===== src/logic/soc_params.svh =====
// Bus widths are fixed at 64 bits; L2 size must be a power of two and aliases in DRAM
`ifndef SOC_PARAMS_SVH
`define SOC_PARAMS_SVH

//////////////////////////////////////////////////////////////////////
// System bus
//////////////////////////////////////////////////////////////////////

`define SOC_ADDR_W 64
`define SOC_DATA_W 64

// One strobe per data byte
`define SOC_STRB_W 8

//////////////////////////////////////////////////////////////////////
// Peripherals
//////////////////////////////////////////////////////////////////////

// APB side of the UART bridge
`define UART_DATA_W 32

// Depth in 64-bit words, smaller than the DRAM window
// so the array repeats across it
`define L2_WORDS 1024

`endif


===== src/logic/soc_bus_pkg.sv =====
// Single-beat transactions only; no IDs, bursts or atomics
`default_nettype none

`include "soc_params.svh"

package soc_bus_pkg;

  // Subset of the AXI response codes
  typedef enum logic [1:0] {
    OKAY   = 2'b00,
    SLVERR = 2'b10,
    DECERR = 2'b11
  } bus_resp_e;

  typedef struct packed {
    logic [`SOC_ADDR_W-1:0] addr;
    logic                   we;
    logic [`SOC_DATA_W-1:0] wdata;
    logic [`SOC_STRB_W-1:0] strb;
  } bus_cmd_t;

  typedef struct packed {
    logic [`SOC_DATA_W-1:0] rdata;
    bus_resp_e              resp;
  } bus_rsp_t;

  // Byte lanes under strobe take the new data
  function automatic logic [`SOC_DATA_W-1:0] strb_merge(
    input logic [`SOC_DATA_W-1:0] old_data,
    input logic [`SOC_DATA_W-1:0] new_data,
    input logic [`SOC_STRB_W-1:0] strb
  );
    logic [`SOC_DATA_W-1:0] merged;
    merged = old_data;
    for (int i = 0; i < `SOC_STRB_W; i++) begin
      if (strb[i]) begin
        merged[i*8 +: 8] = new_data[i*8 +: 8];
      end
    end
    return merged;
  endfunction

endpackage

`default_nettype wire


===== src/logic/soc_map_pkg.sv =====
// Windows must not overlap; control offsets decode only the low 12 address bits
`default_nettype none

`include "soc_params.svh"

package soc_map_pkg;

  typedef enum logic [1:0] {
    L2MEM = 2'd0,
    UART  = 2'd1,
    CTRL  = 2'd2,
    NONE  = 2'd3
  } soc_region_e;

  // 1 GiB DRAM window, backed by the much smaller L2
  localparam logic [`SOC_ADDR_W-1:0] DRAM_BASE   = 64'h8000_0000;
  localparam logic [`SOC_ADDR_W-1:0] DRAM_LENGTH = 64'h4000_0000;

  localparam logic [`SOC_ADDR_W-1:0] UART_BASE   = 64'hC000_0000;
  localparam logic [`SOC_ADDR_W-1:0] UART_LENGTH = 64'h1000;

  localparam logic [`SOC_ADDR_W-1:0] CTRL_BASE   = 64'hD000_0000;
  localparam logic [`SOC_ADDR_W-1:0] CTRL_LENGTH = 64'h1000;

  // Control register offsets
  localparam logic [11:0] CTRL_EXIT_OFS      = 12'h000;
  localparam logic [11:0] CTRL_HWCNT_OFS     = 12'h008;
  localparam logic [11:0] CTRL_DRAM_BASE_OFS = 12'h010;
  localparam logic [11:0] CTRL_DRAM_END_OFS  = 12'h018;

endpackage

`default_nettype wire


===== src/logic/soc_bus_if.sv =====
// Valid/ready on both channels; valid and payload hold until the transfer
`timescale 1ns/10ps
`default_nettype none

interface soc_bus_if;
  import soc_bus_pkg::*;

  // Command channel
  logic     cmd_valid;
  logic     cmd_ready;
  bus_cmd_t cmd;

  // Response channel
  logic     rsp_valid;
  logic     rsp_ready;
  bus_rsp_t rsp;

  modport initiator (
    output cmd_valid, cmd, rsp_ready,
    input  cmd_ready, rsp_valid, rsp
  );

  modport target (
    input  cmd_valid, cmd, rsp_ready,
    output cmd_ready, rsp_valid, rsp
  );

endinterface

`default_nettype wire


===== src/logic/soc_xbar.sv =====
// One transaction in flight; unmapped addresses get DECERR one cycle after acceptance
`timescale 1ns/10ps
`default_nettype none

`include "soc_params.svh"

module soc_xbar (
  input  logic                  clk_i,
  input  logic                  rst_i,
  input  logic                  cmd_valid_i,
  input  soc_bus_pkg::bus_cmd_t cmd_i,
  output logic                  cmd_ready_o,
  output logic                  rsp_valid_o,
  output soc_bus_pkg::bus_rsp_t rsp_o,
  input  logic                  rsp_ready_i,
  soc_bus_if.initiator          l2_o,
  soc_bus_if.initiator          uart_o,
  soc_bus_if.initiator          ctrl_o
);
  import soc_bus_pkg::*;
  import soc_map_pkg::*;

  soc_region_e region;
  soc_region_e region_q;
  logic        busy_q;
  logic        tgt_ready;
  logic        cmd_fire;
  logic        rsp_fire;

  function automatic logic in_window(
    input logic [`SOC_ADDR_W-1:0] addr,
    input logic [`SOC_ADDR_W-1:0] base,
    input logic [`SOC_ADDR_W-1:0] len
  );
    return (addr >= base) && (addr < base + len);
  endfunction

  //////////////////////////////////////////////////////////////////////
  // Address decode
  //////////////////////////////////////////////////////////////////////

  always_comb begin
    if (in_window(cmd_i.addr, DRAM_BASE, DRAM_LENGTH)) begin
      region = L2MEM;
    end else if (in_window(cmd_i.addr, UART_BASE, UART_LENGTH)) begin
      region = UART;
    end else if (in_window(cmd_i.addr, CTRL_BASE, CTRL_LENGTH)) begin
      region = CTRL;
    end else begin
      region = NONE;
    end
  end

  // Command goes out only while idle
  assign l2_o.cmd_valid   = cmd_valid_i && !busy_q && (region == L2MEM);
  assign uart_o.cmd_valid = cmd_valid_i && !busy_q && (region == UART);
  assign ctrl_o.cmd_valid = cmd_valid_i && !busy_q && (region == CTRL);
  assign l2_o.cmd         = cmd_i;
  assign uart_o.cmd       = cmd_i;
  assign ctrl_o.cmd       = cmd_i;

  always_comb begin
    case (region)
      L2MEM:   tgt_ready = l2_o.cmd_ready;
      UART:    tgt_ready = uart_o.cmd_ready;
      CTRL:    tgt_ready = ctrl_o.cmd_ready;
      default: tgt_ready = 1'b1;
    endcase
  end

  assign cmd_ready_o = !busy_q && tgt_ready;
  assign cmd_fire    = cmd_valid_i && cmd_ready_o;

  //////////////////////////////////////////////////////////////////////
  // Response return
  //////////////////////////////////////////////////////////////////////

  assign l2_o.rsp_ready   = rsp_ready_i && busy_q && (region_q == L2MEM);
  assign uart_o.rsp_ready = rsp_ready_i && busy_q && (region_q == UART);
  assign ctrl_o.rsp_ready = rsp_ready_i && busy_q && (region_q == CTRL);

  always_comb begin
    rsp_valid_o = 1'b0;
    rsp_o.rdata = '0;
    rsp_o.resp  = DECERR;
    if (busy_q) begin
      case (region_q)
        L2MEM: begin
          rsp_valid_o = l2_o.rsp_valid;
          rsp_o       = l2_o.rsp;
        end
        UART: begin
          rsp_valid_o = uart_o.rsp_valid;
          rsp_o       = uart_o.rsp;
        end
        CTRL: begin
          rsp_valid_o = ctrl_o.rsp_valid;
          rsp_o       = ctrl_o.rsp;
        end
        // Decode error answered locally
        default: rsp_valid_o = 1'b1;
      endcase
    end
  end

  assign rsp_fire = rsp_valid_o && rsp_ready_i;

  always_ff @(posedge clk_i) begin
    if (rst_i) begin
      busy_q   <= 1'b0;
      region_q <= NONE;
    end else if (cmd_fire) begin
      busy_q   <= 1'b1;
      region_q <= region;
    end else if (rsp_fire) begin
      busy_q   <= 1'b0;
    end
  end

  // Stalled response keeps its payload, whichever target it comes from
  assert property (@(posedge clk_i) disable iff (rst_i)
    rsp_valid_o && !rsp_ready_i |=> rsp_valid_o && $stable(rsp_o));

endmodule

`default_nettype wire


===== src/flat_wrapper.sv =====
// flat-port wrapper written by rule: the top's interface ports become plain ports
module soc_xbar_flat import soc_bus_pkg::*; import soc_map_pkg::*;
  (clk_i, rst_i, cmd_valid_i, cmd_i, cmd_ready_o, rsp_valid_o, rsp_o, rsp_ready_i, l2_o_cmd_valid, l2_o_cmd, l2_o_rsp_ready, l2_o_cmd_ready, l2_o_rsp_valid, l2_o_rsp, uart_o_cmd_valid, uart_o_cmd, uart_o_rsp_ready, uart_o_cmd_ready, uart_o_rsp_valid, uart_o_rsp, ctrl_o_cmd_valid, ctrl_o_cmd, ctrl_o_rsp_ready, ctrl_o_cmd_ready, ctrl_o_rsp_valid, ctrl_o_rsp);
  soc_bus_if l2_o_i ();
  soc_bus_if uart_o_i ();
  soc_bus_if ctrl_o_i ();
  input  logic clk_i;
  input  logic rst_i;
  input  logic cmd_valid_i;
  input  soc_bus_pkg::bus_cmd_t cmd_i;
  output logic cmd_ready_o;
  output logic rsp_valid_o;
  output soc_bus_pkg::bus_rsp_t rsp_o;
  input  logic rsp_ready_i;
  output wire logic [$bits(l2_o_i.cmd_valid)-1:0] l2_o_cmd_valid;
  output wire logic [$bits(l2_o_i.cmd)-1:0] l2_o_cmd;
  output wire logic [$bits(l2_o_i.rsp_ready)-1:0] l2_o_rsp_ready;
  input wire logic [$bits(l2_o_i.cmd_ready)-1:0] l2_o_cmd_ready;
  input wire logic [$bits(l2_o_i.rsp_valid)-1:0] l2_o_rsp_valid;
  input wire logic [$bits(l2_o_i.rsp)-1:0] l2_o_rsp;
  output wire logic [$bits(uart_o_i.cmd_valid)-1:0] uart_o_cmd_valid;
  output wire logic [$bits(uart_o_i.cmd)-1:0] uart_o_cmd;
  output wire logic [$bits(uart_o_i.rsp_ready)-1:0] uart_o_rsp_ready;
  input wire logic [$bits(uart_o_i.cmd_ready)-1:0] uart_o_cmd_ready;
  input wire logic [$bits(uart_o_i.rsp_valid)-1:0] uart_o_rsp_valid;
  input wire logic [$bits(uart_o_i.rsp)-1:0] uart_o_rsp;
  output wire logic [$bits(ctrl_o_i.cmd_valid)-1:0] ctrl_o_cmd_valid;
  output wire logic [$bits(ctrl_o_i.cmd)-1:0] ctrl_o_cmd;
  output wire logic [$bits(ctrl_o_i.rsp_ready)-1:0] ctrl_o_rsp_ready;
  input wire logic [$bits(ctrl_o_i.cmd_ready)-1:0] ctrl_o_cmd_ready;
  input wire logic [$bits(ctrl_o_i.rsp_valid)-1:0] ctrl_o_rsp_valid;
  input wire logic [$bits(ctrl_o_i.rsp)-1:0] ctrl_o_rsp;
  assign l2_o_cmd_valid = l2_o_i.cmd_valid;
  assign l2_o_cmd = l2_o_i.cmd;
  assign l2_o_rsp_ready = l2_o_i.rsp_ready;
  assign l2_o_i.cmd_ready = l2_o_cmd_ready;
  assign l2_o_i.rsp_valid = l2_o_rsp_valid;
  assign l2_o_i.rsp = l2_o_rsp;
  assign uart_o_cmd_valid = uart_o_i.cmd_valid;
  assign uart_o_cmd = uart_o_i.cmd;
  assign uart_o_rsp_ready = uart_o_i.rsp_ready;
  assign uart_o_i.cmd_ready = uart_o_cmd_ready;
  assign uart_o_i.rsp_valid = uart_o_rsp_valid;
  assign uart_o_i.rsp = uart_o_rsp;
  assign ctrl_o_cmd_valid = ctrl_o_i.cmd_valid;
  assign ctrl_o_cmd = ctrl_o_i.cmd;
  assign ctrl_o_rsp_ready = ctrl_o_i.rsp_ready;
  assign ctrl_o_i.cmd_ready = ctrl_o_cmd_ready;
  assign ctrl_o_i.rsp_valid = ctrl_o_rsp_valid;
  assign ctrl_o_i.rsp = ctrl_o_rsp;
  soc_xbar u_core (.clk_i(clk_i), .rst_i(rst_i), .cmd_valid_i(cmd_valid_i), .cmd_i(cmd_i), .cmd_ready_o(cmd_ready_o), .rsp_valid_o(rsp_valid_o), .rsp_o(rsp_o), .rsp_ready_i(rsp_ready_i), .l2_o(l2_o_i), .uart_o(uart_o_i), .ctrl_o(ctrl_o_i));
endmodule

===== config.mk =====
export PLATFORM = sky130hd
export DESIGN_NAME = soc_xbar_flat
export DESIGN_NICKNAME = d
export VERILOG_FILES = /design/src/logic/soc_bus_pkg.sv /design/src/logic/soc_map_pkg.sv /design/src/logic/soc_bus_if.sv /design/src/logic/soc_xbar.sv /design/src/flat_wrapper.sv
export VERILOG_INCLUDE_DIRS = /design/src /design/src/logic
export SDC_FILE = /design/constraint.sdc
export NUM_CORES = 1
export LEC_CHECK = 0
export BUFFER_PORTS_ARGS = -buffer_cell sky130_fd_sc_hd__buf_2
export CAP_MARGIN = 20
export CORE_AREA = 2 2 323 325
export DETAILED_ROUTE_END_ITERATION = 12
export DIE_AREA = 0 0 325 327
export SYNTH_ARGS = -nofsm -noshare
export SYNTH_HDL_FRONTEND = slang
export SYNTH_SLANG_ARGS = --single-unit

===== constraint.sdc =====
create_clock -name clk_i -period 5 [get_ports clk_i]
set_input_delay 0.75 -clock clk_i [delete_from_list [all_inputs] [get_ports clk_i]]
set_output_delay 0.75 -clock clk_i [all_outputs]
set_load 0.05 [all_outputs]

==> results of run 1 <==
[per-layer routing]
layer,track usage,vias to the layer above,share of wire
met2,0.138,658,0.43
met1,0.0965,2245,0.37
met4,0.0273,6,0.040
met3,0.0573,147,0.16
li1,-,2226,-
met5,0,-,0.00082
[flip-flops by register name (all words and copies together) (netlist names)]
signal	flops
u_core.region_q	2
u_core.busy_q	1
[logic make-up after synthesis]
| logic type | after synthesis | share of synthesized area |
|---|---|---|
| DFF | 3 | 0.0112 |
| AOI/OAI and AO/OA | 75 | 0.0766 |
| and+or+nand+nor | 184 | 0.187 |
| muxes | 67 | 0.125 |
| buffers and inverters | 442 | 0.599 |
[worst paths after layout]
path / from / to / slack (ps) / cells past startpoint
max: cmd_i[116] / uart_o_cmd_valid / 1520 / 7
min: u_core.region_q[0] / u_core.region_q[0] / 730 / 2
max reg2reg: u_core.region_q[1] / u_core.busy_q / 2970 / 6
min reg2reg: u_core.region_q[0] / u_core.region_q[0] / 730 / 2
[through the flow]
stage | instance area (um2) | hold WS [ps] | std cells | utilization
after floorplan | 5380 | 736 | 771 | -
after global placement | 6390 | 756 | 2202 | 0.0621
after detailed placement | 6400 | 751 | 2204 | 0.0622
after CTS | 6480 | 745 | 2208 | 0.0630
after global routing | 6500 | 748 | 2214 | 0.0632
final | 6520 | 735 | 2221 | 0.0633
[worst min-delay path, delay by kind of cell, from the launching register on]
| kind | cells | cell delay [ps] |
|---|---|---|
| flops | 1 | 410 |
| compound gates | 2 | 290 |
[area by class of cell]
cell class | instances | area, um2 | share of cell area
Tap cell | 1380 | 1730 | 0.265
Timing Repair Buffer | 495 | 2510 | 0.385
Multi-Input combinational cell | 326 | 2100 | 0.322
Clock buffer | 4 | 78.8 | 0.0121
Antenna cell | 13 | 32.5 | 0.00499
Sequential cell | 3 | 71.3 | 0.0109
[power groups by stage]
| stage | clock network (W) | logic, W | registers [W] |
|---|---|---|---|
| after global routing | 0.000130 | 0.000606 | 0.0000415 |
| after global placement | 0 | 0.000579 | 0.0000418 |
| after floorplan | 0 | 0.000972 | 0.0000257 |
| after detailed placement | 0 | 0.000583 | 0.0000419 |
| final | 0.000127 | 0.000577 | 0.0000411 |
| after CTS | 0.000129 | 0.000585 | 0.0000417 |
[cell usage after synthesis]
| cell | count | share of area |
|---|---|---|
| a21oi_1 | 2 | 0.0019 |
| and2_1 | 65 | 0.076 |
| nand2b_1 | 2 | 0.0023 |
| or3_1 | 2 | 0.0023 |
| o31ai_1 | 1 | 0.0014 |
| dfxtp_1 | 3 | 0.011 |
| o21ai_0 | 64 | 0.060 |
| clkbuf_1 | 14 | 0.0098 |
| buf_4 | 411 | 0.57 |
| buf_2 | 15 | 0.014 |
| nor4_4 | 1 | 0.0040 |
| nand3_2 | 1 | 0.0019 |
| and4_1 | 1 | 0.0016 |
| and4b_1 | 2 | 0.0037 |
| a21boi_1 | 1 | 0.0014 |
| o32a_1 | 1 | 0.0019 |
| clkbuf_2 | 2 | 0.0019 |
| nor2_1 | 9 | 0.0063 |
| nand2b_4 | 1 | 0.0026 |
| nor4_2 | 1 | 0.0023 |
| and2b_2 | 2 | 0.0033 |
| mux2_2 | 3 | 0.0063 |
| nor4b_1 | 2 | 0.0033 |
| a211o_1 | 1 | 0.0016 |
| o21ai_1 | 1 | 0.00093 |
| nand3b_1 | 1 | 0.0014 |
| or3_4 | 1 | 0.0021 |
| nand4_1 | 4 | 0.0047 |
| nor3_1 | 3 | 0.0028 |
| nor3b_1 | 1 | 0.0014 |
| o22ai_1 | 2 | 0.0023 |
| nand2_1 | 71 | 0.050 |
| mux2i_1 | 64 | 0.12 |
| nor2b_1 | 1 | 0.0012 |
| o22a_1 | 1 | 0.0016 |
| o31ai_4 | 1 | 0.0040 |
| nor4_1 | 13 | 0.015 |
[cells in the final DEF (no fill, tap or decap), types with 3 or more instances in the layout]
cell / n
buf_4: 3
dfxtp_4: 3
nand2_1: 71
mux2_2: 3
nor4_1: 13
and2_1: 65
nand4_1: 4
diode_2: 13
buf_2: 490
nor3_1: 3
o21ai_0: 64
mux2i_1: 64
nor2_1: 9
clkbuf_16: 3
==> run_results.csv, run 1 <==
group,metric,value,unit
global_route,first_global_vias,4871,
detailed_routing,routed_via_density,2.38,
floorplanning,placementRows,118,
setup_path,path_common_cell,"buf_2",
placement,place_ws,1560,ps
setup_path,worstPathArrival,2730,ps
clocking,cts_hold_buf,0,
detailed_routing,drtAntennaViolNets,0,
synthesis,syn-cell-area,5380,um2
floorplanning,die_w,325,um
clocking,cts.path.max_buffers,2,
clocking,cts_sinks,3,
placement,gp_congestion,0.873,
sta,timing_hold_violations_final,0,
setup_path,cp_cell_sequence,"buf_2, nor4_1, nand4_1, or3_4, nor2_1, and4b_1, buf_2",
synthesis,syn_nets,1116,
floorplanning,dieArea,106000,um2
sta,rsz0062_at_grt,"no",
power_and_ir_drop,p_sw_frac,0.626,
setup_path,timing.critical_path.buf_inv,2,
floorplanning,dieHeight,327,um
layout,drive_above_1_share,0.620,
power_and_ir_drop,combPwrFrac,0.774,
placement,dp_hpwl,46000,um
power_and_ir_drop,p_switching,0.000467,W
detailed_routing,vias,5282,
sta,layout_min_cycle_time,3480,ps
power_and_ir_drop,peakVddDrop,143,uV
clocking,cts_tree,"done",
detailed_routing,firstDrtPassIters,4,
setup_path,worst_setup_path_start_kind,"input pin",
detailed_routing,drc_errors,0,
synthesis,yosysWarnings,0,
sta,slew_violations,0,
power_and_ir_drop,p_int,0.000278,W
clocking,root_buffer,"clkbuf_16",
power_and_ir_drop,clockPowerShare,0.171,
synthesis,ys_seq_elements,3,
setup_path,critical_path_class,"in -> out",
global_route,overflow,0,
floorplanning,start_util,0.0522,
synthesis,synth.avg_cell_area,6.97,um2
global_route,grt_use_total,0.0881,
detailed_routing,wl_per_cell,22.5,um
global_route,grt_max_degree,73,
hold_path,hold_path_class,"reg -> reg",
sta,relSlewSlack,0.401,
clocking,clk_pin_slew_worst_paths,30,ps
setup_path,crit_family,"simple AND/OR/NAND/NOR gates",
power_and_ir_drop,p_per_area,114,nW/um2
clocking,clk_latency,220,ps
clocking,cts_setup_buffers,0,
flow_run,max-cap-violations,0,
clocking,cts-resized-gates,0,
sta,setup_ws,1520,ps
setup_path,crit_slowest_cell,"nor4_1",
power_and_ir_drop,power_frac_seq,0.055,
clocking,cts_buffers,3,
sta,fmax,0.287,GHz
synthesis,yosysSeqAreaShare,0.0112,
setup_path,max_stage_delay,470,ps
setup_path,end_kind,"output pin",
detailed_routing,drtIter0Drc,162,
power_and_ir_drop,p_total,0.000745,W
layout,syn2layout_area_growth,21.2,%
setup_path,crit_fanout,5,
sta,skew,1.96,ps
sta,period_share,0.696,
floorplanning,core,103000,um2
global_route,grt_pass1_wl,59700,um
sta,setup-violations-final,0,
layout,fin_nets,1174,
placement,portBuffers,489,
setup_path,crit_required,4250,ps
synthesis,ys_types,37,
sta,fin_setup_tns,0,ps
sta,worstMarginPinSlew,898,ps
floorplanning,ios,830,
global_route,antenna_found_initial,50,
status,status,"complete, no violations",
synthesis,synth_cells,771,
clocking,cts-htree-levels,1,
detailed_routing,wirelength,50000,um
layout,fillers,12269,
power_and_ir_drop,p_leak,3.23,nW
No activity file was read; power rests on OpenSTA's default activity.
==> run 2: changes to the inputs <==
CORE_AREA = 2 2 326 328   (was 2 2 323 325)
DIE_AREA = 0 0 328 330   (was 0 0 325 327)
clock period = 3.01 ns   (was 5 ns; I/O delays follow)
==> run_results.csv, run 2 (synthesized netlist as in run 1, its figures left out) <==
group,metric,value,unit
floorplanning,die_w,328,um
floorplanning,ios,830,
placement,dp_hpwl,50400,um
hold_path,hold_path_class,"in -> reg",
setup_path,max_stage_delay,520,ps
setup_path,crit_family,"simple AND/OR/NAND/NOR gates",
layout,max_flop_register,"u_core.region_q",
global_route,grt_use_total,0.0937,
floorplanning,core,105000,um2
layout,final_common_cell,"buf_2",
detailed_routing,wl_per_cell,23.9,um
detailed_routing,firstDrtPassIters,4,
placement,gp_congestion,0.880,
sta,worstMarginPinSlew,867,ps
clocking,clk_pin_slew_worst_paths,30,ps
sta,layout_min_cycle_time,2790,ps
clocking,cts-htree-levels,1,
clocking,cts_buffers,3,
clocking,clk_latency,230,ps
layout,largest_reg_flops,2,
detailed_routing,drtAntennaViolNets,0,
floorplanning,placementRows,119,
global_route,first_global_vias,5000,
sta,slew_violations,0,
power_and_ir_drop,p_leak,3.34,nW
setup_path,crit_slowest_cell,"or3_1",
setup_path,timing.critical_path.buf_inv,2,
global_route,grt_max_degree,42,
detailed_routing,routed_via_density,2.38,
setup_path,worstPathArrival,2340,ps
detailed_routing,wirelength,53800,um
flow_run,max-cap-violations,0,
setup_path,crit_fanout,5,
placement,portBuffers,489,
layout,layout_common_cells,"buf_2 (482), nand2_1 (71), and2_1 (65)",
clocking,cts_hold_buf,0,
sta,skew,2.43,ps
setup_path,critical_path_class,"in -> out",
setup_path,path_common_cell,"buf_2",
placement,place_ws,190,ps
floorplanning,dieHeight,330,um
status,status,"complete, no violations",
power_and_ir_drop,peakVddDrop,107,uV
clocking,cts_tree,"done",
floorplanning,dieArea,108000,um2
global_route,grt_pass1_wl,63200,um
power_and_ir_drop,p_per_area,187,nW/um2
setup_path,worst_setup_path_start_kind,"input pin",
detailed_routing,drc_errors,0,
clocking,cts.path.max_buffers,2,
sta,timing_hold_violations_final,0,
sta,rsz0062_at_grt,"no",
setup_path,cp_cell_sequence,"buf_2, or3_1, or3_4, nor2_1, and4_1, buf_2",
sta,fin_setup_tns,0,ps
floorplanning,start_util,0.0514,
sta,fmax,0.358,GHz
setup_path,crit_required,2560,ps
detailed_routing,drtIter0Drc,208,
sta,setup-violations-final,0,
setup_path,end_kind,"output pin",
sta,setup_ws,220,ps
global_route,overflow,0,
detailed_routing,vias,5357,
clocking,cts_setup_buffers,0,
clocking,cts_sinks,3,
global_route,antenna_found_initial,45,
clocking,root_buffer,"clkbuf_16",
sta,relSlewSlack,0.414,
layout,reg_top3,"u_core.region_q x2, u_core.busy_q x1",
layout,fin_nets,1190,
sta,period_share,0.927,
layout,drive_above_1_share,0.628,
layout,syn2layout_area_growth,26.7,%
==> run 2: changes by cell type in the layout (fill, tap and decap cells not counted), sizes merged <==
cell | previous run | this run
diode | 13 | 14
buf | 495 | 511
==> run 2: metrics by stage <==
| step | area, um2 | hold WS [ps] | util | std cells | power, W |
|---|---|---|---|---|---|
| 2_1_floorplan | 5380 | 521 | - | 771 | 0.00166 |
| 3_3_place_gp | 6690 | 646 | 0.0639 | 2231 | 0.00107 |
| 3_5_place_dp | 6690 | 655 | 0.0639 | 2231 | 0.00108 |
| 4_1_cts | 6780 | 419 | 0.0647 | 2235 | 0.00130 |
| 5_1_grt | 6790 | 446 | 0.0648 | 2240 | 0.00134 |
| 6_report | 6810 | 424 | 0.0651 | 2249 | 0.00128 |
==> run 2: path summary, 6_finish.rpt <==
check                                   startpoint          endpoint  slack [ps]  cells past startpoint
worst max-delay path                    cmd_i[129]  ctrl_o_cmd_valid         220                      6
worst max register to register  u_core.region_q[1]     u_core.busy_q        1260                      5
worst min-delay path                         rst_i     u_core.busy_q         420                      2
worst min register to register       u_core.busy_q     u_core.busy_q         780                      2
==> run 2: repair_timing <==
item	4_1_cts	5_1_grt
endpoints found under the setup margin	1	0
endpoints found under the hold margin	0	0
gates resized for setup	1	0
==> run 2: report_power, final <==
group	leakage (nW)	total (W)	internal [W]	switching (W)
Sequential	0.0251	0.0000568	0.0000407	0.0000161
Combinational	3.27	0.00100	0.000264	0.000739
Clock	0.0383	0.000216	0.000175	0.0000405
Total	3.34	0.00128	0.000480	0.000796
==> run 2: area by class of cell <==
cell class | instances | area [um2]
clock buffer | 4 | 78.8
timing repair buffer | 511 | 2780
tap | 1391 | 1740
antenna | 14 | 35.0
multi-input combinational | 326 | 2100
sequential | 3 | 71.3
fill | 12411 | 97900
==> run 2: metal layers <==
layer / part of all wire / global-route usage / vias to the layer above
met2: 0.42 / 0.143 / 678
met1: 0.40 / 0.112 / 2322
met5: 0.00020 / 0 / -
li1: - / - / 2254
met4: 0.026 / 0.0182 / 2
met3: 0.16 / 0.0581 / 101
==> run 2: worst reg2reg max path: cells and delay by family, from the launching register on <==
| kind | cells | cell delay (ps) |
|---|---|---|
| DFF | 1 | 660 |
| muxes | 1 | 490 |
| AOI/OAI and AO/OA | 2 | 380 |
| and+or+nand+nor | 2 | 140 |
==> run 3: changes to the inputs <==
REMOVE_ABC_BUFFERS = 1   (was not set)
==> run_results.csv, run 3 (synthesized netlist as in run 1, its figures left out) <==
group,metric,value,unit
status,status,"complete, no violations",
global_route,grtUsageMet3,0.122,
layout,largest_reg_flops,2,
layout,layout_common_cells,"buf_2 (487), nand2_1 (71), and2_1 (65)",
detailed_routing,drtIter0Drc,300,
clocking,cts-htree-levels,1,
sta,period_share,0.892,
layout,fin_nets,1180,
global_route,grt_util_met1,0.202,
sta,fmax,0.372,GHz
power_and_ir_drop,power_frac_seq,0.044,
setup_path,worstPathArrival,2230,ps
sta,setup_ws,325,ps
placement,gp_congestion,0.798,
clocking,cts_hold_buf,0,
global_route,grt_pass1_wl,94100,um
placement,place_ws,261,ps
power_and_ir_drop,p_total,0.00133,W
global_route,antenna_found_initial,61,
layout,max_flop_register,"u_core.region_q",
sta,rsz0062_at_grt,"no",
setup_path,worstRegToRegCells,4,
detailed_routing,drc_errors,0,
sta,timing_hold_violations_final,0,
placement,portBuffers,489,
sta,worstMarginPinSlew,631,ps
clocking,root_buffer,"clkbuf_16",
clocking,clk_latency,230,ps
sta,slew_violations,0,
clocking,clk_pin_slew_worst_paths,30,ps
setup_path,crit_required,2560,ps
layout,reg_top3,"u_core.region_q x2, u_core.busy_q x1",
clocking,cts_sinks,3,
sta,fin_setup_tns,0,ps
power_and_ir_drop,p_switching,0.000855,W
global_route,grt_busiest_layer,"met1",
clocking,cts.path.max_buffers,2,
global_route,grt_use_met2,0.154,
floorplanning,core,105000,um2
flow_run,max-cap-violations,0,
setup_path,rrSetupSlack,1420,ps
floorplanning,dieHeight,330,um
setup_path,crit_fanout,5,
detailed_routing,firstDrtPassIters,4,
power_and_ir_drop,p_sw_frac,0.644,
layout,syn2layout_area_growth,23.9,%
hold_path,hold_path_class,"in -> reg",
clocking,cts_tree,"done",
detailed_routing,routed_via_density,2.62,
layout,drive_above_1_share,0.622,
clocking,cts_setup_buffers,0,
floorplanning,die_w,328,um
detailed_routing,vias,5850,
power_and_ir_drop,combPwrFrac,0.794,
hold_path,holdPathStages,2,
power_and_ir_drop,p_int,0.000472,W
floorplanning,placementRows,119,
global_route,overflow,0,
sta,relSlewSlack,0.582,
placement,dp_hpwl,73100,um
global_route,first_global_vias,5517,
global_route,grt_use_total,0.142,
power_and_ir_drop,clockPowerShare,0.162,
power_and_ir_drop,p_leak,3.29,nW
clocking,cts_buffers,3,
floorplanning,dieArea,108000,um2
floorplanning,start_util,0.0514,
detailed_routing,drtAntennaViolNets,0,
sta,skew,3.80,ps
detailed_routing,wl_per_cell,36.2,um
layout,final_common_cell,"buf_2",
setup_path,end_kind,"output pin",
clocking,cts-resized-gates,0,
sta,setup-violations-final,0,
floorplanning,ios,830,
global_route,grt_max_degree,46,
power_and_ir_drop,peakVddDrop,108,uV
power_and_ir_drop,p_per_area,199,nW/um2
detailed_routing,wirelength,81000,um
setup_path,worst_setup_path_start_kind,"input pin",
sta,layout_min_cycle_time,2690,ps
setup_path,critical_path_class,"in -> out",
## run 3: cell types whose count changed in the layout (fill, tap and decap cells not counted), sizes merged
cell and change:
buf -10, diode -2
## run 3: metrics by stage
| step | cells | utilization | hold WS, ps | cell area, um2 |
|---|---|---|---|---|
| global placement | 2221 | 0.0626 | 661 | 6550 |
| global route | 2226 | 0.0634 | 432 | 6630 |
| finish | 2237 | 0.0636 | 425 | 6660 |
| detailed placement | 2221 | 0.0626 | 663 | 6550 |
| floorplan | 329 | - | 521 | 2150 |
| CTS | 2225 | 0.0634 | 432 | 6630 |
## run 3: power groups by stage
stage	combinational, W	clock [W]	sequential (W)
after CTS	0.00107	0.000216	0.0000593
final	0.00105	0.000214	0.0000583
after global routing	0.00111	0.000220	0.0000607
after global placement	0.00106	0	0.0000598
after floorplan	0.000118	0	0.0000594
after detailed placement	0.00107	0	0.0000600
## run 3: final cells by class
type | count | area, um2
Antenna cell | 12 | 30.0
Clock buffer | 4 | 78.8
Fill cell | 12477 | 98000
Multi-Input combinational cell | 326 | 2100
Sequential cell | 3 | 68.8
Tap cell | 1391 | 1740
Timing Repair Buffer | 501 | 2640
## run 3: per-layer routing
layer | part of all wire | vias up | wire [um]
li1 | - | 2238 | -
met1 | 0.48 | 2619 | 39000
met2 | 0.30 | 836 | 24600
met3 | 0.20 | 126 | 15900
met4 | 0.011 | 31 | 853
met5 | 0.0073 | - | 593
## run 3: worst max-delay path, cell delays in order
cell and delay (ps):
buf_2 150, nor4_1 270, buf_4 160, nand4_1 130, or3_4 450, nor2_1 140
and4_1 200, buf_2 270
## run 3: path summary, 6_finish.rpt
kind                               startpoint                  to
worst max-delay path               cmd_i[108]    ctrl_o_cmd_valid
worst min-delay path                    rst_i       u_core.busy_q
worst max register to register  u_core.busy_q  u_core.region_q[1]
worst min register to register  u_core.busy_q       u_core.busy_q
